==> src/design/issue_macros.svh <==
// ----------------------------------------------------------
// Issue stage sizing: scoreboard depth, ID, data and
// register file widths
// ----------------------------------------------------------
`ifndef ISSUE_MACROS_SVH
`define ISSUE_MACROS_SVH

// Scoreboard slots, also the in-flight limit
`define ISSUE_NR_SB_ENTRIES 4

// Transaction ID indexes a scoreboard slot directly
`define ISSUE_TRANS_ID_BITS 2

// Integer datapath width
`define ISSUE_XLEN 32

// Architectural registers, x0 included
`define ISSUE_NR_REGS 32

// Register address width, fixed by the ISA
`define ISSUE_REG_ADDR_BITS 5

`endif

==> src/design/issue_pkg.sv <==
// ----------------------------------------------------------
// Issue stage types shared by the RTL and the testbench
// ----------------------------------------------------------
`include "issue_macros.svh"

package issue_pkg;

  // Execute unit operation
  typedef enum logic [1:0] {
    OP_ADD = 2'd0,
    OP_SUB = 2'd1,
    OP_XOR = 2'd2,
    OP_AND = 2'd3
  } fu_op_e;

  // Instruction as delivered by decode
  typedef struct packed {
    fu_op_e                           op;
    logic [`ISSUE_REG_ADDR_BITS-1:0]  rd;
    logic [`ISSUE_REG_ADDR_BITS-1:0]  rs1;
    logic [`ISSUE_REG_ADDR_BITS-1:0]  rs2;
  } decoded_instr_t;

  // Dispatch payload, operands already resolved
  typedef struct packed {
    fu_op_e                           op;
    logic [`ISSUE_XLEN-1:0]           operand_a;
    logic [`ISSUE_XLEN-1:0]           operand_b;
    logic [`ISSUE_TRANS_ID_BITS-1:0]  trans_id;
  } fu_data_t;

  // Result returned by the execute unit
  typedef struct packed {
    logic [`ISSUE_TRANS_ID_BITS-1:0]  trans_id;
    logic [`ISSUE_XLEN-1:0]           data;
  } writeback_t;

  // Retired result, in program order
  typedef struct packed {
    logic [`ISSUE_REG_ADDR_BITS-1:0]  rd;
    logic [`ISSUE_XLEN-1:0]           data;
    logic [`ISSUE_TRANS_ID_BITS-1:0]  trans_id;
  } commit_t;

  // One scoreboard slot
  typedef struct packed {
    decoded_instr_t                   instr;
    logic                             issued;
    logic                             result_valid;
    logic [`ISSUE_XLEN-1:0]           result;
  } sb_entry_t;

  // Scoreboard state seen by the operand reader
  typedef struct packed {
    sb_entry_t [`ISSUE_NR_SB_ENTRIES-1:0] sbe;
    logic [`ISSUE_NR_SB_ENTRIES-1:0]      busy;
    logic [`ISSUE_TRANS_ID_BITS-1:0]      issue_pointer;
  } fwd_t;

endpackage

==> src/design/scoreboard.sv <==
// ----------------------------------------------------------
// Scoreboard: circular instruction buffer tracking each
// instruction from decode through writeback to commit
// ----------------------------------------------------------
`timescale 1ns/1ps
`include "issue_macros.svh"

module scoreboard (
  input  logic                              clk_i,
  input  logic                              reset_i,
  input  logic                              flush_i,
  // Decode channel
  input  issue_pkg::decoded_instr_t         decode_instr_i,
  input  logic                              decode_valid_i,
  output logic                              decode_ack_o,
  // Oldest unissued instruction
  output issue_pkg::decoded_instr_t         issue_instr_o,
  output logic [`ISSUE_TRANS_ID_BITS-1:0]   issue_id_o,
  output logic                              issue_valid_o,
  input  logic                              issue_ack_i,
  // Forwarding view
  output issue_pkg::fwd_t                   fwd_o,
  // Writeback channel, never back-pressured
  input  issue_pkg::writeback_t             wb_i,
  input  logic                              wb_valid_i,
  // Commit channel
  output issue_pkg::commit_t                commit_o,
  output logic                              commit_valid_o,
  input  logic                              commit_ack_i,
  output logic                              sb_full_o
);

  // One extra bit so a full buffer is distinct from an empty one
  typedef logic [`ISSUE_TRANS_ID_BITS:0] cnt_t;

  // Control state per slot
  logic [`ISSUE_NR_SB_ENTRIES-1:0]   busy_q;
  logic [`ISSUE_NR_SB_ENTRIES-1:0]   issued_q;
  logic [`ISSUE_NR_SB_ENTRIES-1:0]   rvalid_q;

  // Payload per slot
  issue_pkg::decoded_instr_t         instr_q [`ISSUE_NR_SB_ENTRIES];
  logic [`ISSUE_XLEN-1:0]            result_q [`ISSUE_NR_SB_ENTRIES];

  logic [`ISSUE_TRANS_ID_BITS-1:0]   alloc_ptr_q;
  logic [`ISSUE_TRANS_ID_BITS-1:0]   issue_ptr_q;
  logic [`ISSUE_TRANS_ID_BITS-1:0]   commit_ptr_q;
  cnt_t                              cnt_q;

  logic alloc_hs;
  logic issue_hs;
  logic commit_hs;
  logic wb_hit;

  // ----------------------------------------------------------
  // Handshakes and status
  // ----------------------------------------------------------
  assign sb_full_o    = (cnt_q == cnt_t'(`ISSUE_NR_SB_ENTRIES));
  assign decode_ack_o = ~sb_full_o & ~flush_i;
  assign alloc_hs     = decode_valid_i & decode_ack_o;

  // In-order issue, so the issue pointer always names the oldest unissued slot
  assign issue_instr_o = instr_q[issue_ptr_q];
  assign issue_id_o    = issue_ptr_q;
  assign issue_valid_o = busy_q[issue_ptr_q] & ~issued_q[issue_ptr_q];
  assign issue_hs      = issue_valid_o & issue_ack_i;

  // Results of flushed instructions are dropped
  assign wb_hit = wb_valid_i & busy_q[wb_i.trans_id] & issued_q[wb_i.trans_id];

  // Head of the buffer retires once its result is back
  assign commit_valid_o   = busy_q[commit_ptr_q] & rvalid_q[commit_ptr_q];
  assign commit_o.rd      = instr_q[commit_ptr_q].rd;
  assign commit_o.data    = result_q[commit_ptr_q];
  assign commit_o.trans_id = commit_ptr_q;
  assign commit_hs        = commit_valid_o & commit_ack_i;

  // Forwarding view, rebuilt from the split arrays
  always_comb begin
    for (int i = 0; i < `ISSUE_NR_SB_ENTRIES; i++) begin
      fwd_o.sbe[i].instr        = instr_q[i];
      fwd_o.sbe[i].issued       = issued_q[i];
      fwd_o.sbe[i].result_valid = rvalid_q[i];
      fwd_o.sbe[i].result       = result_q[i];
    end
    fwd_o.busy          = busy_q;
    fwd_o.issue_pointer = issue_ptr_q;
  end

  // ----------------------------------------------------------
  // Pointers, count and slot flags
  // ----------------------------------------------------------
  always_ff @(posedge clk_i) begin
    if (reset_i || flush_i) begin
      busy_q       <= '0;
      issued_q     <= '0;
      rvalid_q     <= '0;
      alloc_ptr_q  <= '0;
      issue_ptr_q  <= '0;
      commit_ptr_q <= '0;
      cnt_q        <= '0;
    end else begin
      if (alloc_hs) begin
        busy_q[alloc_ptr_q]   <= 1'b1;
        issued_q[alloc_ptr_q] <= 1'b0;
        rvalid_q[alloc_ptr_q] <= 1'b0;
        alloc_ptr_q           <= alloc_ptr_q + 1'b1;
      end
      if (issue_hs) begin
        issued_q[issue_ptr_q] <= 1'b1;
        issue_ptr_q           <= issue_ptr_q + 1'b1;
      end
      if (wb_hit) begin
        rvalid_q[wb_i.trans_id] <= 1'b1;
      end
      // Never the slot being allocated, since that one is not busy
      if (commit_hs) begin
        busy_q[commit_ptr_q] <= 1'b0;
        commit_ptr_q         <= commit_ptr_q + 1'b1;
      end
      case ({alloc_hs, commit_hs})
        2'b10:   cnt_q <= cnt_q + 1'b1;
        2'b01:   cnt_q <= cnt_q - 1'b1;
        default: cnt_q <= cnt_q;
      endcase
    end
  end

  // Instruction and result storage
  always_ff @(posedge clk_i) begin
    if (alloc_hs) begin
      instr_q[alloc_ptr_q] <= decode_instr_i;
    end
    if (wb_hit) begin
      result_q[wb_i.trans_id] <= wb_i.data;
    end
  end

  // ----------------------------------------------------------
  // Assertions
  // ----------------------------------------------------------
  // Execute unit only answers for instructions that were dispatched
  wb_targets_issued : assert property (@(posedge clk_i) disable iff (reset_i)
    wb_valid_i |-> busy_q[wb_i.trans_id] && issued_q[wb_i.trans_id]);

  count_bounded : assert property (@(posedge clk_i) disable iff (reset_i)
    cnt_q <= cnt_t'(`ISSUE_NR_SB_ENTRIES));

endmodule

==> src/design/issue_read_operands.sv <==
// ----------------------------------------------------------
// Issue and read operands: hazard check, operand select and
// registered dispatch to the execute port
// ----------------------------------------------------------
`timescale 1ns/1ps
`include "issue_macros.svh"

module issue_read_operands (
  input  logic                              clk_i,
  input  logic                              reset_i,
  input  logic                              flush_i,
  // From the scoreboard
  input  issue_pkg::decoded_instr_t         issue_instr_i,
  input  logic [`ISSUE_TRANS_ID_BITS-1:0]   issue_id_i,
  input  logic                              issue_valid_i,
  output logic                              issue_ack_o,
  input  issue_pkg::fwd_t                   fwd_i,
  // Register file read ports
  output logic [`ISSUE_REG_ADDR_BITS-1:0]   rs1_addr_o,
  output logic [`ISSUE_REG_ADDR_BITS-1:0]   rs2_addr_o,
  input  logic [`ISSUE_XLEN-1:0]            rs1_data_i,
  input  logic [`ISSUE_XLEN-1:0]            rs2_data_i,
  // Execute port
  output issue_pkg::fu_data_t               fu_data_o,
  output logic                              fu_valid_o,
  input  logic                              fu_ready_i,
  output logic                              stall_issue_o
);

  // Outcome of a producer search for one source register
  typedef struct packed {
    logic                   hit;
    logic                   ready;
    logic [`ISSUE_XLEN-1:0] data;
  } lookup_t;

  lookup_t             rs1_lookup;
  lookup_t             rs2_lookup;
  logic                hazard;
  logic                can_load;
  issue_pkg::fu_data_t fu_data_d;
  issue_pkg::fu_data_t fu_data_q;
  logic                fu_valid_q;

  // ----------------------------------------------------------
  // Producer search
  // ----------------------------------------------------------
  // Walks back from the issuing slot; every older busy slot is already
  // issued and every younger one is not, so issued marks age
  function automatic lookup_t find_producer(
    input issue_pkg::fwd_t                 fwd,
    input logic [`ISSUE_REG_ADDR_BITS-1:0] rs
  );
    lookup_t                         res;
    logic [`ISSUE_TRANS_ID_BITS-1:0] idx;
    res = '0;
    idx = fwd.issue_pointer;
    for (int k = 1; k < `ISSUE_NR_SB_ENTRIES; k++) begin
      idx = idx - 1'b1;
      // First match going back is the youngest older writer
      if (!res.hit && (rs != '0) && fwd.busy[idx] && fwd.sbe[idx].issued &&
          (fwd.sbe[idx].instr.rd == rs)) begin
        res.hit   = 1'b1;
        res.ready = fwd.sbe[idx].result_valid;
        res.data  = fwd.sbe[idx].result;
      end
    end
    return res;
  endfunction

  assign rs1_addr_o = issue_instr_i.rs1;
  assign rs2_addr_o = issue_instr_i.rs2;

  assign rs1_lookup = find_producer(fwd_i, issue_instr_i.rs1);
  assign rs2_lookup = find_producer(fwd_i, issue_instr_i.rs2);

  // Producer found but result not back yet
  assign hazard = (rs1_lookup.hit & ~rs1_lookup.ready) |
                  (rs2_lookup.hit & ~rs2_lookup.ready);

  assign stall_issue_o = issue_valid_i & hazard;

  // ----------------------------------------------------------
  // Dispatch register
  // ----------------------------------------------------------
  // Free when empty or when its content leaves this cycle
  assign can_load    = ~fu_valid_q | fu_ready_i;
  assign issue_ack_o = issue_valid_i & ~hazard & can_load & ~flush_i;

  // Forwarded result wins over the register file
  always_comb begin
    fu_data_d.op        = issue_instr_i.op;
    fu_data_d.operand_a = rs1_lookup.hit ? rs1_lookup.data : rs1_data_i;
    fu_data_d.operand_b = rs2_lookup.hit ? rs2_lookup.data : rs2_data_i;
    fu_data_d.trans_id  = issue_id_i;
  end

  always_ff @(posedge clk_i) begin
    if (reset_i || flush_i) begin
      fu_valid_q <= 1'b0;
    end else if (issue_ack_o) begin
      fu_valid_q <= 1'b1;
    end else if (fu_ready_i) begin
      fu_valid_q <= 1'b0;
    end
  end

  // Payload only moves on an issue handshake
  always_ff @(posedge clk_i) begin
    if (issue_ack_o) begin
      fu_data_q <= fu_data_d;
    end
  end

  assign fu_valid_o = fu_valid_q;
  assign fu_data_o  = fu_data_q;

  // Offer held intact until the execute unit takes it
  fu_data_held : assert property (@(posedge clk_i) disable iff (reset_i || flush_i)
    fu_valid_o && !fu_ready_i |=> fu_valid_o && $stable(fu_data_o));

endmodule

==> src/design/regfile.sv <==
// ----------------------------------------------------------
// Register file: two async read ports, one write port, x0
// hardwired to zero
// ----------------------------------------------------------
`timescale 1ns/1ps
`include "issue_macros.svh"

module regfile (
  input  logic                              clk_i,
  input  logic                              reset_i,
  input  logic [`ISSUE_REG_ADDR_BITS-1:0]   rs1_addr_i,
  input  logic [`ISSUE_REG_ADDR_BITS-1:0]   rs2_addr_i,
  output logic [`ISSUE_XLEN-1:0]            rs1_data_o,
  output logic [`ISSUE_XLEN-1:0]            rs2_data_o,
  input  logic                              we_i,
  input  logic [`ISSUE_REG_ADDR_BITS-1:0]   waddr_i,
  input  logic [`ISSUE_XLEN-1:0]            wdata_i
);

  logic [`ISSUE_XLEN-1:0] regs_q [`ISSUE_NR_REGS];

  // Reset clears the architectural state, x0 never takes a write
  always_ff @(posedge clk_i) begin
    if (reset_i) begin
      for (int i = 0; i < `ISSUE_NR_REGS; i++) begin
        regs_q[i] <= '0;
      end
    end else if (we_i && (waddr_i != '0)) begin
      regs_q[waddr_i] <= wdata_i;
    end
  end

  // Async reads, x0 forced to zero
  assign rs1_data_o = (rs1_addr_i == '0) ? '0 : regs_q[rs1_addr_i];
  assign rs2_data_o = (rs2_addr_i == '0) ? '0 : regs_q[rs2_addr_i];

  // Commit gating upstream keeps x0 results away from the write port
  no_x0_write : assert property (@(posedge clk_i) disable iff (reset_i)
    we_i |-> (waddr_i != '0) || (wdata_i == '0));

endmodule

==> src/design/issue_stage.sv <==
// ----------------------------------------------------------
// Issue stage top: scoreboard, operand reader and register
// file for a single in-order issue and commit port
// ----------------------------------------------------------
`timescale 1ns/1ps
`include "issue_macros.svh"

module issue_stage (
  input  logic                        clk_i,
  input  logic                        reset_i,
  input  logic                        flush_i,
  // Decode
  input  issue_pkg::decoded_instr_t   decode_instr_i,
  input  logic                        decode_valid_i,
  output logic                        decode_ack_o,
  // Execute port
  output issue_pkg::fu_data_t         fu_data_o,
  output logic                        fu_valid_o,
  input  logic                        fu_ready_i,
  // Writeback
  input  issue_pkg::writeback_t       wb_i,
  input  logic                        wb_valid_i,
  // Commit
  output issue_pkg::commit_t          commit_o,
  output logic                        commit_valid_o,
  input  logic                        commit_ack_i,
  // Status
  output logic                        sb_full_o,
  output logic                        stall_issue_o
);

  // Scoreboard to operand reader
  issue_pkg::decoded_instr_t         issue_instr;
  logic [`ISSUE_TRANS_ID_BITS-1:0]   issue_id;
  logic                              issue_valid;
  logic                              issue_ack;
  issue_pkg::fwd_t                   fwd;

  // Operand reader to register file
  logic [`ISSUE_REG_ADDR_BITS-1:0]   rs1_addr;
  logic [`ISSUE_REG_ADDR_BITS-1:0]   rs2_addr;
  logic [`ISSUE_XLEN-1:0]            rs1_data;
  logic [`ISSUE_XLEN-1:0]            rs2_data;
  logic                              rf_we;

  // Commit handshake writes back, x0 destinations skipped
  assign rf_we = commit_valid_o & commit_ack_i & (|commit_o.rd);

  // ----------------------------------------------------------
  // Instances
  // ----------------------------------------------------------
  scoreboard i_scoreboard (
    .clk_i          (clk_i),
    .reset_i        (reset_i),
    .flush_i        (flush_i),
    .decode_instr_i (decode_instr_i),
    .decode_valid_i (decode_valid_i),
    .decode_ack_o   (decode_ack_o),
    .issue_instr_o  (issue_instr),
    .issue_id_o     (issue_id),
    .issue_valid_o  (issue_valid),
    .issue_ack_i    (issue_ack),
    .fwd_o          (fwd),
    .wb_i           (wb_i),
    .wb_valid_i     (wb_valid_i),
    .commit_o       (commit_o),
    .commit_valid_o (commit_valid_o),
    .commit_ack_i   (commit_ack_i),
    .sb_full_o      (sb_full_o)
  );

  issue_read_operands i_issue_read_operands (
    .clk_i         (clk_i),
    .reset_i       (reset_i),
    .flush_i       (flush_i),
    .issue_instr_i (issue_instr),
    .issue_id_i    (issue_id),
    .issue_valid_i (issue_valid),
    .issue_ack_o   (issue_ack),
    .fwd_i         (fwd),
    .rs1_addr_o    (rs1_addr),
    .rs2_addr_o    (rs2_addr),
    .rs1_data_i    (rs1_data),
    .rs2_data_i    (rs2_data),
    .fu_data_o     (fu_data_o),
    .fu_valid_o    (fu_valid_o),
    .fu_ready_i    (fu_ready_i),
    .stall_issue_o (stall_issue_o)
  );

  regfile i_regfile (
    .clk_i      (clk_i),
    .reset_i    (reset_i),
    .rs1_addr_i (rs1_addr),
    .rs2_addr_i (rs2_addr),
    .rs1_data_o (rs1_data),
    .rs2_data_o (rs2_data),
    .we_i       (rf_we),
    .waddr_i    (commit_o.rd),
    .wdata_i    (commit_o.data)
  );

endmodule

==> config.mk <==
export PLATFORM = sky130hd
export DESIGN_NAME = issue_stage
export DESIGN_NICKNAME = d
export VERILOG_FILES = /design/src/design/issue_pkg.sv /design/src/design/scoreboard.sv /design/src/design/issue_read_operands.sv /design/src/design/regfile.sv /design/src/design/issue_stage.sv
export VERILOG_INCLUDE_DIRS = /design/src /design/src/design
export SDC_FILE = /design/constraint.sdc
export NUM_CORES = 2
export LEC_CHECK = 0
export BUFFER_PORTS_ARGS = -buffer_cell sky130_fd_sc_hd__buf_2
export CORE_UTILIZATION = 50
export DETAILED_ROUTE_END_ITERATION = 8
export PLACE_DENSITY = 0.66
export REMOVE_ABC_BUFFERS = 1
export SETUP_SLACK_MARGIN = 0.15
export SYNTH_ARGS = -nofsm -noshare
export SYNTH_HDL_FRONTEND = slang
export SYNTH_HIERARCHICAL = 1
export SYNTH_SLANG_ARGS = --single-unit
==> constraint.sdc <==
create_clock -name clk_i -period 9.7 [get_ports clk_i]
set_clock_uncertainty 0.2 [all_clocks]
set_input_delay 1.455 -clock clk_i [delete_from_list [all_inputs] [get_ports clk_i]]
set_output_delay 1.455 -clock clk_i [all_outputs]
set_load 0.02 [all_outputs]
; ---- Word level (Yosys, flattened, before mapping)
; Memories as Yosys holds them, arrays and structs flattened. A register that Yosys moved wholly into a read port is not among the register bits.
; Index checks and enable logic that the tools add are counted.
[word_totals]
reg_bits = 90
mem_bits_rw = 1220
out_inout_bits = 112
wordCells = 188
mem_count = 3
[memory_table]
columns = name, words, word_bits, read_ports, rd_clocked_by_memory_dff, wr, line_no
row1 = i_regfile.regs_q, 32, 32, 2, 0, 32, regfile.sv:20  ; logic [`ISSUE_XLEN-1:0] regs_q [`ISSUE_NR_REGS];
row2 = i_scoreboard.result_q, 4, 32, 5, 1, 1, scoreboard.sv:43  ; logic [`ISSUE_XLEN-1:0] result_q [`ISSUE_NR_SB_ENTRIES];
row3 = i_scoreboard.instr_q, 4, 17, 6, 2, 1, scoreboard.sv:42  ; issue_pkg::decoded_instr_t instr_q [`ISSUE_NR_SB_ENTRIES];
[classes]
n_addsub = 8
order_cmp = 11
eq_ne = 9
muxes = 72
bitwise = 32
n_reduce_logical = 41
[op_table]
columns = operator, count
row1 = 51-bit binary-select mux with 2-bit select, 3
row2 = 34-bit 2-to-1 mux, 6
row3 = 32-bit 2-to-1 mux, 5
row4 = 49-bit 2-to-1 mux, 3
row5 = 4-bit 2-to-1 mux, 9
row6 = 32-bit OR reduction, 1
row7 = 5-bit == test, 6
row8 = 1-bit logical AND, 27
row9 = 1-bit 2-to-1 mux, 25
row10 = 2-bit by 3-bit < comparator with 1-bit output (second input constant), 7
row11 = 1-bit binary-select mux with 2-bit select, 9
row12 = 1-bit bitwise AND, 15
row13 = 5-bit nonzero test, 3
row14 = 4-bit bitwise AND, 3
row15 = 2-bit 2-to-1 mux, 6
row16 = 4-bit OR, 3
row17 = 5-bit logical NOT, 2
row18 = 1-bit demux with 2-bit select, 4
row19 = 2-bit by 1-bit >= comparator with 1-bit output (second input constant), 4
row20 = 4-bit inverter, 2
row21 = 1-bit inverter, 7
row22 = 2-bit by 1-bit adder with 2-bit output (second input constant), 3
row23 = 3-bit case mux with 2 select lines, 1
row24 = 2-bit by 1-bit subtractor with 2-bit output (second input constant), 3
row25 = other kinds (11), 16

; ---- Logic depth before layout (Yosys ltp)
[depth]
word_depth = 29
mapped_depth = 15
mapped_depth_nobuf = 11

; ---- Modules after synthesis
; Netlist, hierarchy kept.
[modules_own_cells]
columns = mod, n_inst, cells_each, area_each_um2, seq_area_each_um2
row1 = regfile, 1, 3502, 54232.0, 30749.5
row2 = scoreboard, 1, 425, 8639.5, 6386.1
row3 = issue_read_operands, 1, 869, 7997.7, 2062.0
row4 = issue_stage, 1, 2, 16.3, 0.0

; ---- Least setup slack after synthesis
; OpenSTA, ideal clock, no wires.
[synth_path]
path_kind = register to register
startpoint = register with a tool-made name
endpoint = register with a tool-made name
arrival_ps = 5272
t_required_ps = 9403
path_slack_ps = 4131
path_stages_with_launch = 15
path_cell_list = dfxtp_1 buf_2 buf_2 mux4_2 buf_1 and2_1 o2bb2ai_1 a2111oi_2 o211ai_1 buf_2 mux2i_1 a211oi_2 and3_1 o21ai_0 a221oi_1

==> results by stage <==
Timing:
- The headroom to the max-slew limit is 5.777%.
- The total count of max-transition violations in the final report is 0.
- The final setup violation count is 0.
- For this run, the top clock speed supported by timing is 0.1488 GHz.
- For the final routed database, the setup TNS stands at 0 ps.
- For the pin with the worst max-slew slack, the measured transition is 1410 ps.
- Of the available clock period, the critical path in the final layout requires 69.29%.
- The number of hold violations in the final report is 0.
- For the finished layout, the period the worst path requires is 6721 ps.
- Setup repair after global routing left no endpoint under its margin.
- The final worst setup slack is 2979 ps.

Clock network:
- TritonCTS built the clock tree.
- At the later pin of the worst-skew pair, clock insertion delay measures 800 ps.
- The number of gates resized after CTS is 0.
- The count of hold buffers inserted by post-cts repair is 0.
- The number of setup buffers added after CTS is 0.
- Counting every sink on the clock net gives 1314.
- The tree is rooted in a sky130_fd_sc_hd__clkbuf_16.
- The clock tree synthesis step divided the H-tree into 4 levels.
- The worst-case clock buffer depth is 3.
- The total clock buffers created by CTS is 145.
- The clock transition at the registers of the reported paths is 60 ps.

GRT:
- Global routing used 32.86% of the available tracks.
- The initial antenna violation count was 10.
- The global route total overflow is 0.
- The number of global-route vias before repair is 45600.
- Entering global routing, the biggest net connects 128 pins.
- The first global-routing pass estimated 330900 µm of wire.

Pwr:
- The worst IR drop on VDD is 0.0002009 V.
- The standby leakage power is 27.14 nW.
- In this run the power density over the cells is 166.2 nW/µm².
- The total net switching power is 3.023 mW.
- The proportion of power drawn by the clock network is 42.1%.
- The combinational share of power is 7.8%.
- The internal power of the cells totals 9.910 mW.
- Of the total power, registers draw 50.1%.
- The fraction of power spent switching nets is 23.38%.

Worst setup path:
- The terminus of the critical flop-to-flop path is i_issue_read_operands/fu_data_o[39]$_DFFE_PP_.
- The worst setup path is of the reg2out kind.
- Data arrives at the worst endpoint at 5070 ps.
- For the worst setup path, the data required time is 8050 ps.
- The number of logic stages on the critical path including buffering is 10.
- The setup check on the worst reg-to-reg path leaves a slack of 3110 ps.
- The worst setup path is launched from a flop.
- The critical path endpoint is stall_issue_o.
- Traced cell by cell, the critical path runs through mux4_4, nor3_1, a21oi_1, mux2_2, o211a_2, buf_4, a311o_1, a211oi_2, nor2b_1, buf_2.
- The worst setup path is captured at an output port.
- The buffers plus inverters on the worst setup path is 2.
- The dominant delay contributor by cell family on the critical path is multiplexers.
- The slowest cell on the critical path is sky130_fd_sc_hd__mux4_4.
- The maximum single-stage delay on the critical path is 1100 ps.
- The critical-path maximum fanout is 46.
- The cell depth of the worst flop-to-flop path is 10.

Floorplan:
- The die outline width is 378.2 µm.
- The core area is 140000 µm².
- The floorplan die area is 143100 µm².
- The number of rows in the core area is 137.
- The initial core utilization is 50.54%.
- The count of boundary I/O pins is 170.
- The floorplan step set the die height to 378.2 µm.

Detailed routing:
- The routed length per placed instance is 34.72 µm.
- The mean number of vias per cell is 6.843.
- After detailed routing, the number of remaining DRC violations is 0.
- Detailed routing placed a total of 109200 µm of wire on met2.
- After detailed routing, the wire length on met1 is 84820 µm.
- After the first detailed-routing iteration, the DRC count stood at 6215.
- The number of iterations in the first detailed-routing pass is 8.
- Summing over every cut layer, the via total after detailed routing is 46448.
- The overall routed net length is 235700 µm.
- The total length of routed met3 wires is 31420 µm.
- The post-detailed-route count of antenna-violating nets is 0.
- The highest routing layer actually used is met5.

Finish:
- In the layout the commonest cells are sky130_fd_sc_hd__edfxtp_1, sky130_fd_sc_hd__and2_1, sky130_fd_sc_hd__mux4_2.
- The post-route netlist has 25.87% of its cells at a drive strength greater than 1.
- The filler cell count in the final layout is 11010.
- The most common cell after layout, fill and taps aside is sky130_fd_sc_hd__edfxtp_1.
- The layout overhead on the synthesized area is 9.971%.
- The number of nets at the end of the flow is 4865.
- The cell area after layout is 77830 µm².

Synth:
- The synthesized area per cell is 14.77 µm².
- The area of the mapped netlist is 70770 µm².
- The count of mapped cells out of synthesis is 4793.
- For this run, the number of Yosys warnings is 6.

Hold path:
- The worst hold path begins at i_scoreboard/cnt_q[2]$_SDFFE_PP0P_.
- The worst min-delay path category is reg2reg.

Placed design:
- Input and output buffers added on the ports amount to 169.
- The area after detailed placement is 73230 µm².
- The worst slack at placement is 3426 ps.
- The congestion estimate from routability-driven global placement came to 0.9054.
- The wire-length estimate of the detail-placed layout is 138000 µm.

Run:
- The max-capacitance violation count is 0.

Status:
- The flow ran to the end, and the final reports show no timing, DRC or antenna violations.
-- worst min-delay path by stage --
stage / slack [ps] / endpoint / cells past startpoint
finish: 300 / i_scoreboard/cnt_q[2]$_SDFFE_PP0P_ / 2
global route: 330 / i_scoreboard/cnt_q[2]$_SDFFE_PP0P_ / 2
CTS: 300 / i_scoreboard/cnt_q[2]$_SDFFE_PP0P_ / 2
detailed placement: 300 / i_scoreboard/cnt_q[2]$_SDFFE_PP0P_ / 2
global placement: 260 / i_scoreboard/cnt_q[2]$_SDFFE_PP0P_ / 2
floorplan: 250 / i_scoreboard/cnt_q[2]$_SDFFE_PP0P_ / 2
-- tightest hold or removal path, cell delays in order, from the launching register on --
cell and delay, ps:
sky130_fd_sc_hd__dfxtp_1 310, sky130_fd_sc_hd__o21ai_0 80, sky130_fd_sc_hd__a21oi_1 60
-- cell type report --
class                      instances  area, µm²  share of cell area, %
antenna                            3      7.507               0.009646
clock inverter                    81      740.7                 0.9517
timing repair buffer             332       2147                  2.759
inverter                          17      63.81                0.08199
clock buffer                     182       3852                  4.950
multi-input combinational       2983      29460                  37.85
tap                             1876       2347                  3.016
sequential                      1314      39210                  50.38
-- flip-flops by register name, summed over array words and instances (netlist names), named ones only --
signal and flops:
i_scoreboard/alloc_ptr_q 2, i_issue_read_operands/fu_data_o 68, i_scoreboard/commit_ptr_q 2, i_scoreboard/issued_q 4, i_scoreboard/result_q 128, i_scoreboard/cnt_q 3, i_scoreboard/busy_q 4, i_issue_read_operands/fu_valid_o 1
i_scoreboard/instr_q 68, i_scoreboard/rvalid_q 4, i_scoreboard/issue_id_o 2, i_regfile/regs_q 1024
-- power by group through the flow --
stage	sequential, mW	clock [mW]	combinational (mW)
final	6.48	5.44	1.01
after global placement	6.58	0	0.976
after CTS	6.47	5.48	0.985
after global routing	6.49	5.69	1.04
after detailed placement	6.59	0	0.982
after floorplan	6.56	0	0.653
-- per-layer routing --
| metal | track usage [%] | up-vias |
|---|---|---|
| li1 | - | 18660 |
| met1 | 42.94 | 23893 |
| met2 | 51.02 | 3244 |
| met3 | 9.869 | 643 |
| met4 | 14.10 | 8 |
| met5 | 0 | - |
-- metrics by stage --
| step | cells | power, mW | hold slack [ps] | utilization [%] |
|---|---|---|---|---|
| 2_1_floorplan | 4314 | 7.215 | 253.3 | - |
| 3_3_place_gp | 6522 | 7.559 | 264.7 | 52.29 |
| 3_5_place_dp | 6522 | 7.574 | 298.0 | 52.29 |
| 4_1_cts | 6785 | 12.94 | 303.6 | 55.57 |
| 5_1_grt | 6785 | 13.23 | 334.0 | 55.57 |
| 6_report | 6788 | 12.93 | 303.7 | 55.57 |
No activity file was read; power rests on OpenSTA's default activity.
